**src/include/wfg_cfg.svh**
```systemverilog
`ifndef WFG_CFG_SVH
`define WFG_CFG_SVH

// ------------------------------------------------------------
// Build-time sizing of the pattern generator
// ------------------------------------------------------------

// Number of pattern output channels, one pin each
`define WFG_CHANNELS 8

// AXI-Stream word width, one word per period
`define WFG_AXIS_WIDTH 32

// Subcycle numbers and prescaler counts
`define WFG_SUB_W 8

// Bits per channel pattern code
`define WFG_PAT_SEL_W 2

`endif

```
**src/logic/wfg_pkg.sv**
```systemverilog
`include "wfg_cfg.svh"

package wfg_pkg;

    // ------------------------------------------------------------
    // Width types
    // ------------------------------------------------------------

    typedef logic [`WFG_SUB_W-1:0]      subcycle_t;   // Subcycle number
    typedef logic [`WFG_SUB_W-1:0]      sub_len_t;    // Clocks per subcycle minus one
    typedef logic [`WFG_CHANNELS-1:0]   chan_vec_t;   // One bit per channel
    typedef logic [`WFG_AXIS_WIDTH-1:0] axis_data_t;  // Stream word

    // ------------------------------------------------------------
    // Pattern select codes
    // ------------------------------------------------------------

    typedef logic [`WFG_PAT_SEL_W-1:0] pat_sel_t;

    localparam pat_sel_t PAT_LOW      = 2'd0;  // Pin held low
    localparam pat_sel_t PAT_HIGH_WIN = 2'd1;  // High inside window
    localparam pat_sel_t PAT_DATA     = 2'd2;  // Data bit, whole period
    localparam pat_sel_t PAT_DATA_WIN = 2'd3;  // Data bit inside window, else low

    // Index k selects channel k
    typedef pat_sel_t [`WFG_CHANNELS-1:0] pat_sel_vec_t;

    // Timing core control
    typedef enum logic {
        CORE_IDLE = 1'b0,
        CORE_RUN  = 1'b1
    } core_state_e;

    // ------------------------------------------------------------
    // Bundles
    // ------------------------------------------------------------

    // Core to driver
    typedef struct packed {
        logic      sync;          // First clock of a period
        subcycle_t subcycle_cnt;  // Current subcycle
    } wfg_timing_t;

    typedef struct packed {
        logic      en;        // Run request
        sub_len_t  sub_len;   // Subcycle length minus one
        subcycle_t last_sub;  // Last subcycle of a period
    } wfg_core_cfg_t;

    typedef struct packed {
        chan_vec_t    ctrl_en;    // Pin enables
        pat_sel_vec_t patsel;     // Per-channel pattern code
        subcycle_t    win_begin;  // First subcycle inside window
        subcycle_t    win_end;    // First subcycle past window
    } wfg_pat_cfg_t;

    // Source side of the stream, tready goes back separately
    typedef struct packed {
        logic       tvalid;
        axis_data_t tdata;
    } axis_in_t;

endpackage

```
**src/logic/wfg_core.sv**
```systemverilog
`timescale 1ns/1ps

module wfg_core (
    input  logic                 clk,       // System clock
    input  logic                 rst_n,     // Async reset, active low
    input  wfg_pkg::wfg_core_cfg_t cfg_i,   // Enable and period shape
    output wfg_pkg::wfg_timing_t   timing_o // Sync pulse and subcycle number
);

    import wfg_pkg::*;

    // ------------------------------------------------------------
    // State
    // ------------------------------------------------------------

    core_state_e state_q;
    sub_len_t    presc_q;   // Clock within subcycle
    subcycle_t   sub_q;     // Subcycle within period
    logic        sync_q;    // Registered period start

    logic presc_wrap;       // Last clock of a subcycle
    logic period_wrap;      // Last clock of a period

    // >= so a shrinking config cannot strand the counters
    assign presc_wrap  = (presc_q >= cfg_i.sub_len);
    assign period_wrap = presc_wrap && (sub_q >= cfg_i.last_sub);

    // ------------------------------------------------------------
    // Control and counters
    // ------------------------------------------------------------

    always_ff @(posedge clk or negedge rst_n) begin
        if (!rst_n) begin
            state_q <= CORE_IDLE;
            presc_q <= '0;
            sub_q   <= '0;
            sync_q  <= 1'b0;
        end else begin
            case (state_q)
                CORE_IDLE: begin
                    // Counters parked so the first period is aligned
                    presc_q <= '0;
                    sub_q   <= '0;
                    if (cfg_i.en) begin
                        state_q <= CORE_RUN;
                        sync_q  <= 1'b1;  // First period starts next clock
                    end else begin
                        sync_q  <= 1'b0;
                    end
                end

                CORE_RUN: begin
                    if (!cfg_i.en) begin
                        // Stop immediately, no period completion
                        state_q <= CORE_IDLE;
                        presc_q <= '0;
                        sub_q   <= '0;
                        sync_q  <= 1'b0;
                    end else begin
                        sync_q <= period_wrap;  // Pulse on wrap to subcycle 0
                        if (presc_wrap) begin
                            presc_q <= '0;
                            if (period_wrap) begin
                                sub_q <= '0;
                            end else begin
                                sub_q <= sub_q + subcycle_t'(1);
                            end
                        end else begin
                            presc_q <= presc_q + sub_len_t'(1);
                        end
                    end
                end

                default: begin
                    state_q <= CORE_IDLE;
                    presc_q <= '0;
                    sub_q   <= '0;
                    sync_q  <= 1'b0;
                end
            endcase
        end
    end

    // ------------------------------------------------------------
    // Outputs
    // ------------------------------------------------------------

    assign timing_o.sync         = sync_q;
    assign timing_o.subcycle_cnt = sub_q;  // Zero while idle

endmodule

```
**src/logic/wfg_drive_pat.sv**
```systemverilog
`timescale 1ns/1ps

`include "wfg_cfg.svh"

module wfg_drive_pat (
    input  logic                  clk,            // System clock
    input  logic                  rst_n,          // Async reset, active low
    input  wfg_pkg::wfg_timing_t  timing_i,       // Sync and subcycle from core
    input  wfg_pkg::wfg_pat_cfg_t pat_cfg_i,      // Enables, codes, window
    input  wfg_pkg::axis_in_t     axis_i,         // Stream valid and data
    output logic                  axis_tready_o,  // Stream ready
    output wfg_pkg::chan_vec_t    pat_dout_o,     // Pin levels
    output wfg_pkg::chan_vec_t    pat_dout_en_o   // Pin enables
);

    import wfg_pkg::*;

    // ------------------------------------------------------------
    // Stream capture
    // ------------------------------------------------------------

    axis_data_t data_q;     // Word of the current period
    axis_data_t data_eff;   // Word the channels see this clock
    logic       accept;     // Transfer at the coming edge

    // Only back-pressure is waiting for the next sync
    assign axis_tready_o = timing_i.sync;
    assign accept        = axis_tready_o && axis_i.tvalid;

    always_ff @(posedge clk or negedge rst_n) begin
        if (!rst_n) begin
            data_q <= '0;
        end else if (accept) begin
            data_q <= axis_i.tdata;
        end
        // No valid at sync, old word is reused
    end

    // Bypass so the pin register already evaluates the new word
    // while it is being accepted; subcycle 0 then shows it from
    // its second clock on
    assign data_eff = accept ? axis_i.tdata : data_q;

    // Enables pass straight through
    assign pat_dout_en_o = pat_cfg_i.ctrl_en;

    // ------------------------------------------------------------
    // Channels
    // ------------------------------------------------------------

    genvar k;
    generate
        for (k = 0; k < `WFG_CHANNELS; k++) begin : gen_channels
            wfg_drive_pat_channel chan_i (
                .clk         (clk),
                .rst_n       (rst_n),
                .subcycle_i  (timing_i.subcycle_cnt),  // Shared by all pins
                .win_begin_i (pat_cfg_i.win_begin),
                .win_end_i   (pat_cfg_i.win_end),
                .pat_sel_i   (pat_cfg_i.patsel[k]),
                .en_i        (pat_cfg_i.ctrl_en[k]),
                .data_bit_i  (data_eff[k]),            // Low bits of the word
                .dout_o      (pat_dout_o[k])
            );
        end
    endgenerate

endmodule

```
**src/logic/wfg_drive_pat_channel.sv**
```systemverilog
`timescale 1ns/1ps

module wfg_drive_pat_channel (
    input  logic                clk,          // System clock
    input  logic                rst_n,        // Async reset, active low
    input  wfg_pkg::subcycle_t  subcycle_i,   // Current subcycle
    input  wfg_pkg::subcycle_t  win_begin_i,  // Window start, inclusive
    input  wfg_pkg::subcycle_t  win_end_i,    // Window end, exclusive
    input  wfg_pkg::pat_sel_t   pat_sel_i,    // Pattern code for this pin
    input  logic                en_i,         // Pin enable
    input  logic                data_bit_i,   // This channel's stream bit
    output logic                dout_o        // Registered pin level
);

    import wfg_pkg::*;

    logic in_win;   // Subcycle lies in [begin, end)
    logic pin_d;    // Next pin level before enable
    logic dout_q;

    // ------------------------------------------------------------
    // Window compare
    // ------------------------------------------------------------

    // Empty when begin >= end, the two terms can never both hold
    assign in_win = (subcycle_i >= win_begin_i) && (subcycle_i < win_end_i);

    // ------------------------------------------------------------
    // Pattern select
    // ------------------------------------------------------------

    always_comb begin
        case (pat_sel_i)
            PAT_LOW:      pin_d = 1'b0;
            PAT_HIGH_WIN: pin_d = in_win;
            PAT_DATA:     pin_d = data_bit_i;               // Ignores window
            PAT_DATA_WIN: pin_d = data_bit_i && in_win;
            default:      pin_d = 1'b0;
        endcase
    end

    // ------------------------------------------------------------
    // Output register
    // ------------------------------------------------------------

    always_ff @(posedge clk or negedge rst_n) begin
        if (!rst_n) begin
            dout_q <= 1'b0;
        end else begin
            dout_q <= en_i ? pin_d : 1'b0;  // Disabled pin driven low
        end
    end

    // One clock behind the subcycle count
    assign dout_o = dout_q;

endmodule

```
**src/logic/wfg_top.sv**
```systemverilog
`timescale 1ns/1ps

module wfg_top (
    input  logic                   clk,            // System clock
    input  logic                   rst_n,          // Async reset, active low
    input  wfg_pkg::wfg_core_cfg_t core_cfg_i,     // Timing core setup
    input  wfg_pkg::wfg_pat_cfg_t  pat_cfg_i,      // Pattern driver setup
    input  wfg_pkg::axis_in_t      axis_i,         // Stream from source
    output logic                   axis_tready_o,  // Stream ready, sync cycle only
    output wfg_pkg::chan_vec_t     pat_dout_o,     // Pin levels
    output wfg_pkg::chan_vec_t     pat_dout_en_o   // Pin enables
);

    import wfg_pkg::*;

    // ------------------------------------------------------------
    // Core to driver
    // ------------------------------------------------------------

    wfg_timing_t timing;  // Sync and subcycle number

    // Period and subcycle generation
    wfg_core core_i (
        .clk      (clk),
        .rst_n    (rst_n),
        .cfg_i    (core_cfg_i),
        .timing_o (timing)
    );

    // ------------------------------------------------------------
    // Pattern output
    // ------------------------------------------------------------

    // Word capture and per-pin patterns
    wfg_drive_pat drive_pat_i (
        .clk           (clk),
        .rst_n         (rst_n),
        .timing_i      (timing),
        .pat_cfg_i     (pat_cfg_i),
        .axis_i        (axis_i),
        .axis_tready_o (axis_tready_o),
        .pat_dout_o    (pat_dout_o),
        .pat_dout_en_o (pat_dout_en_o)
    );

endmodule

```
**config.mk**
```make
export PLATFORM = sky130hd
export DESIGN_NAME = wfg_top
export DESIGN_NICKNAME = d
export VERILOG_FILES = /design/src/logic/wfg_pkg.sv /design/src/logic/wfg_core.sv /design/src/logic/wfg_drive_pat.sv /design/src/logic/wfg_drive_pat_channel.sv /design/src/logic/wfg_top.sv
export VERILOG_INCLUDE_DIRS = /design/src /design/src/include
export SDC_FILE = /design/constraint.sdc
export NUM_CORES = 1
export LEC_CHECK = 0
export ABC_CLOCK_PERIOD_IN_PS = 4690
export BUFFER_PORTS_ARGS = -buffer_cell sky130_fd_sc_hd__buf_2
export CORE_MARGIN = 2
export CORE_UTILIZATION = 41
export CTS_CLUSTER_DIAMETER = 80
export CTS_CLUSTER_SIZE = 20
export DETAILED_ROUTE_END_ITERATION = 6
export GPL_TIMING_DRIVEN = 1
export PLACE_DENSITY = 0.71
export SYNTH_ARGS = -nofsm -noshare
export SYNTH_HDL_FRONTEND = slang
export SYNTH_SLANG_ARGS = --single-unit
```
**constraint.sdc**
```tcl
create_clock -name clk -period 4.69 [get_ports clk]
set_clock_uncertainty 0.05 [all_clocks]
set_input_delay 0.2345 -clock clk [delete_from_list [all_inputs] [get_ports clk]]
set_output_delay 0.2345 -clock clk [all_outputs]
set_load 0.05 [all_outputs]
```
Word-level counts from Yosys, hierarchy flattened
Index checks and enable logic that the tools add are counted.
Word-level totals
  memories: 0
  latch bits: 0
  bits in writable memories: 0
  input bits: 92
  register bits after elaboration: 34
  output and inout port bits: 17
  ROM bits: 0
Cells by class
  shift operators: 0
  bitwise gates (word level): 1
  multiplexer cells: 27
  add/subtract/negate cells: 2
  multiply operators: 0
  reductions and logical operators: 19
  eq/ne operators: 25
  order comparisons: 4
  divide/modulo/power cells: 0
Operators by type and width (number)
  8-bit two-way mux: 6
  2-bit equality test (second input constant): 16
  1-bit case mux with 4 select lines: 8
  8-bit case mux with 2 select lines: 2
  8-bit >= comparator: 3
  8-bit by 1-bit adder with 8-bit output (second input constant): 2
  2-bit by 1-bit equality test with 1-bit output (second input constant): 8
  2-bit zero test: 8
  1-bit logical AND: 11
  1-bit two-way mux: 10
  8-bit < comparator: 1
  3-bit != test (second input constant): 1
  1-bit case mux with 2 select lines: 1
  1-bit inverter: 1

Longest topological paths before layout
  depth after elaboration: 6
  depth in mapped cells: 8
  gate-level depth less buffers: 7

By module
From an unflattened synthesis, not the netlist that was laid out.
Unflattened totals
  cell total of the unflattened synthesis: 577
  area total of the unflattened synthesis: 5027.3 sq um
Modules (own cells, without submodules)
  wfg_drive_pat_channel: cells an instance 52, times used 8, sequential area each 25.0 sq um, area each 420.4 sq um
  wfg_core: cells an instance 135, times used 1, sequential area each 450.4 sq um, area each 1300.0 sq um
  wfg_drive_pat: cells an instance 26, times used 1, sequential area each 200.2 sq um, area each 364.1 sq um

Worst setup path after synthesis
Ideal clock, no wire load.
  kind: reg2reg
  start: reg core_i.sub_q[3]
  end: reg core_i.sub_q[6]
  buffers on the path: 1
  cell stages (with the launch flop): 8
  setup slack: 2.678 ns
  arrival time: 1.858 ns
  data required time: 4.536 ns
  setup time: 0.104 ns
  path through: dfrtp_1 > ha_1 > a211oi_2 > o21ai_2 > a211oi_4 > nand2b_2 > buf_6 > o41ai_4
On the way
  word-level cells in the longest chain between the ends: 6
  elaborated cells on any way between the ends: 7
  classes of those cells: add/sub (1); order compare (1); mux (4); reduce/logical (1)
Ends and longest elaborated chain
  start, declared: RTL line wfg_core.sv:18  | subcycle_t sub_q;
  start signal, assigned: RTL line wfg_core.sv:66  | sub_q <= sub_q + subcycle_t'(1);
  8-bit >= comparator: RTL line wfg_core.sv:26  | assign period_wrap = presc_wrap && (sub_q >= cfg_i.last_sub);
  1-bit logical AND: RTL line wfg_core.sv:26
  8-bit two-way mux *: RTL line wfg_core.sv:63  | if (period_wrap) begin
  8-bit two-way mux *: RTL line wfg_core.sv:61  | if (presc_wrap) begin
  8-bit two-way mux *: RTL line wfg_core.sv:53  | if (!cfg_i.en) begin
  8-bit case mux with 2 select lines *: RTL line wfg_core.sv:39  | case (state_q)
Every way passes the cells marked *; elsewhere a longest branch is shown, timed or not. The select of a mux whose other input is x is not followed.
A chain may end at the register's enable or synchronous reset.

Worst setup path after layout
Ends and elaborated chain as after synthesis.

==> run_summary.xml <==
<?xml version="1.0" encoding="UTF-8"?>
<metrics>
  <group name="final_layout">
    <metric name="multi_input_comb_area" unit="um2">1300</metric>
    <metric name="final-instance-count-excl-fill" unit="">401</metric>
    <metric name="finalInstanceArea" unit="um2">2940</metric>
    <metric name="antenna_cells_inserted" unit="">0</metric>
    <metric name="seq_area" unit="um2">851</metric>
    <metric name="layout-drive-gt1-share" unit="">0.313</metric>
    <metric name="syn2layout_area_growth" unit="%">20.8</metric>
    <metric name="n_fill_cell" unit="">545</metric>
    <metric name="final_nets" unit="">450</metric>
  </group>
  <group name="clock_tree">
    <metric name="clk_pin_slew_worst_paths" unit="ns">0.07</metric>
    <metric name="cts-htree-levels" unit="">2</metric>
    <metric name="later_pin_clock_latency_in_the_skew_report" unit="ns">0.29</metric>
    <metric name="clock_sink_count" unit="">34</metric>
    <metric name="cts_repair_resize_count" unit="">0</metric>
    <metric name="cts-root-to-sink-buffers" unit="">2</metric>
    <metric name="post_cts_hold_buffer_count" unit="">1</metric>
    <metric name="cts_tree" unit="">built</metric>
    <metric name="cts-buffers-inserted" unit="">5</metric>
    <metric name="cts.root.buffer_cell" unit="">sky130_fd_sc_hd__clkbuf_8</metric>
    <metric name="post_cts_buffers" unit="">0</metric>
  </group>
  <group name="drt">
    <metric name="detail_route.first_pass.iterations" unit="">4</metric>
    <metric name="drt_first_iter_violations" unit="">59</metric>
    <metric name="post_detailed_route_count_of_antenna_violating_nets" unit="">0</metric>
    <metric name="vias" unit="">1915</metric>
    <metric name="final_routed_wire_length_divided_by_cell_count" unit="um">12.2</metric>
    <metric name="vias_per_cell" unit="">4.78</metric>
    <metric name="detail_route.drc_violations" unit="">0</metric>
    <metric name="drt_wl_total" unit="um">4870</metric>
  </group>
  <group name="critical_path">
    <metric name="worstSetupEndpointType" unit="">register</metric>
    <metric name="timing.reg2reg.worst_path_depth" unit="">6</metric>
    <metric name="critPathArrivalTime" unit="ns">2.43</metric>
    <metric name="cp.required" unit="ns">4.83</metric>
    <metric name="sort_of_element_at_the_start_of_the_critical_path" unit="">register</metric>
    <metric name="critPathMaxFanout" unit="">9</metric>
    <metric name="path_class" unit="">reg2reg</metric>
  </group>
  <group name="floorplan">
    <metric name="coreArea" unit="um2">5820</metric>
    <metric name="floorplan.rows" unit="">28</metric>
    <metric name="ioPinCount" unit="">109</metric>
    <metric name="floorplan.die_area" unit="um2">6570</metric>
    <metric name="fp.dieH" unit="um">81.1</metric>
    <metric name="die_span_in_x" unit="um">81.1</metric>
    <metric name="start_util" unit="">0.419</metric>
  </group>
  <group name="synthesis">
    <metric name="synth_top_cells_by_area" unit="">sky130_fd_sc_hd__dfrtp_1 35%, sky130_fd_sc_hd__ha_1 17%, sky130_fd_sc_hd__inv_1 6.5%</metric>
    <metric name="postSynthAreaPerCell" unit="um2">9.74</metric>
    <metric name="synth_ff_type" unit="">sky130_fd_sc_hd__dfrtp_1</metric>
    <metric name="yosys.area.top_type" unit="">sky130_fd_sc_hd__dfrtp_1</metric>
    <metric name="yosys_register_bits" unit="">34</metric>
    <metric name="synth.top_cell.area_share" unit="">0.349</metric>
    <metric name="post_synthesis_cell_type_count" unit="">41</metric>
    <metric name="synthesis.nets" unit="">375</metric>
    <metric name="yosysMostFrequentCell" unit="">sky130_fd_sc_hd__inv_1</metric>
    <metric name="synthesis.area" unit="um2">2440</metric>
    <metric name="seq_area_frac_synth" unit="">0.349</metric>
    <metric name="yosys-top-cells-count" unit="">42 x sky130_fd_sc_hd__inv_1, 34 x sky130_fd_sc_hd__dfrtp_1, 33 x sky130_fd_sc_hd__ha_1</metric>
    <metric name="yosys_warnings" unit="">0</metric>
    <metric name="synth_edf_count" unit="">0</metric>
    <metric name="postSynthCellCount" unit="">250</metric>
    <metric name="synthArstFlopShare" unit="">1.00</metric>
  </group>
  <group name="status">
    <metric name="outcome" unit="">completed</metric>
  </group>
  <group name="global_route">
    <metric name="first_global_vias" unit="">1741</metric>
    <metric name="grt_start_max_net_pins" unit="">35</metric>
    <metric name="antenna_violations_before_repair" unit="">0</metric>
    <metric name="grt_first_pass_wirelength" unit="um">7710</metric>
    <metric name="total_routing_usage_gr" unit="">0.155</metric>
    <metric name="global_route.overflow_total" unit="">0</metric>
  </group>
  <group name="power">
    <metric name="design_power_total" unit="uW">718</metric>
    <metric name="vdd_ir_drop_max" unit="mV">0.126</metric>
    <metric name="p_per_area" unit="nW/um2">244</metric>
    <metric name="power.leakage" unit="uW">0.00164</metric>
  </group>
  <group name="min_path">
    <metric name="hold_path_depth" unit="">1</metric>
    <metric name="hold_class" unit="">in2reg</metric>
  </group>
  <group name="placed_design">
    <metric name="globalplace.congestion" unit="">0.803</metric>
    <metric name="hpwl" unit="um">3910</metric>
    <metric name="buffer_ports.inserted" unit="">84</metric>
    <metric name="placed_cells" unit="">392</metric>
    <metric name="place_area" unit="um2">2820</metric>
  </group>
  <group name="timing">
    <metric name="final-hold-violation-count" unit="">0</metric>
    <metric name="timing.final.max_slew_violations" unit="">0</metric>
    <metric name="period_share" unit="">0.487</metric>
    <metric name="timing.final.crit_period" unit="ns">2.28</metric>
    <metric name="timing.slew.headroom" unit="">0.502</metric>
    <metric name="setup_viol" unit="">0</metric>
    <metric name="worst-slew-pin-transition" unit="ns">0.747</metric>
    <metric name="grt_setup_unrepaired" unit="">no</metric>
    <metric name="clock.fmax" unit="MHz">438</metric>
    <metric name="fin_setup_tns" unit="ns">0</metric>
  </group>
  <group name="flow_run">
    <metric name="cap_violations" unit="">0</metric>
  </group>
</metrics>
## layout make-up
type                       instances  share of cell area
inverter                          42              0.0536
clock buffer                       5              0.0234
tap                               75              0.0319
sequential                        34               0.289
timing repair buffer              85               0.146
clock inverter                     3              0.0153
multi-input combinational        157               0.440
## worst max-delay path, cell delays in order, from the launching register on
cell                       delay [ns]
sky130_fd_sc_hd__dfrtp_1         0.49
sky130_fd_sc_hd__ha_1            0.35
sky130_fd_sc_hd__a211oi_2        0.21
sky130_fd_sc_hd__o21ai_2         0.11
sky130_fd_sc_hd__a211oi_4        0.43
sky130_fd_sc_hd__nand2b_2        0.23
sky130_fd_sc_hd__o41ai_4         0.31
## kinds of logic (layout without fill, tap and decap cells)
kind of cell | after synthesis | count (layout) | synth area share
simple gates | 53 | 53 | 0.110
mux | 15 | 15 | 0.0657
compound gates | 50 | 50 | 0.165
buf+inv | 59 | 135 | 0.119
fa+ha+maj | 33 | 33 | 0.169
flops | 34 | 34 | 0.349
xor+xnor | 6 | 6 | 0.0216
## placed cells by master, fill, tap and decap left out, drive strengths merged, types with 7 or more instances in the layout
master and n:
o21ai 9, nand2 13, mux2 8, ha 33, nor2 11, dfrtp 34
inv 42, nand3 11, a211oi 15, a21oi 9, mux2i 7, buf 84
## metrics by stage
stage                     utilization  hold WS [ns]  worst slack [ns]
final                           0.506        0.0405              2.41
after CTS                       0.506        0.0346              2.41
after global placement          0.485         0.293              2.49
after floorplan                     -        -0.111              2.68
after detailed placement        0.485         0.304              2.44
after global routing            0.506        0.0336              2.26
## metal layers
layer,GRT usage,wire (um),vias to the layer above,share of wire
met5,0,0,-,0
met4,0.0508,61,0,0.013
met3,0.0411,407,5,0.084
met2,0.260,2170,69,0.44
met1,0.193,2240,838,0.46
li1,-,-,1003,-
## flip-flops by register name (all words and copies together), names as in the netlist
register                                cells
core_i.presc_q                              8
core_i.sync_q                               1
drive_pat_i.gen_channels.chan_i.dout_o      8
core_i.state_q                              1
core_i.sub_q                                8
drive_pat_i.data_q                          8
## final timing paths
path / startpoint / slack [ns] / endpoint
setup / recovery: core_i.sub_q[3] / 2.41 / core_i.sub_q[6]
hold / removal: core_cfg_i[16] / 0.04 / core_i.state_q
setup reg to reg: core_i.sub_q[3] / 2.41 / core_i.sub_q[6]
hold reg to reg: drive_pat_i.data_q[0] / 0.44 / drive_pat_i.data_q[0]
max in group asynchronous: rst_n / 3.62 / core_i.presc_q[7]
min in group asynchronous: rst_n / 0.49 / drive_pat_i.gen_channels[0].chan_i.dout_o
## power by group
| group | internal [uW] | switching, uW | leakage (uW) | total, uW |
|---|---|---|---|---|
| logic | 52.2 | 77.4 | 0.00114 | 130 |
| clock network | 158 | 113 | 0.0000504 | 271 |
| registers | 311 | 5.60 | 0.000450 | 317 |
| total | 522 | 197 | 0.00164 | 718 |
(Power assumes the default switching activity.)
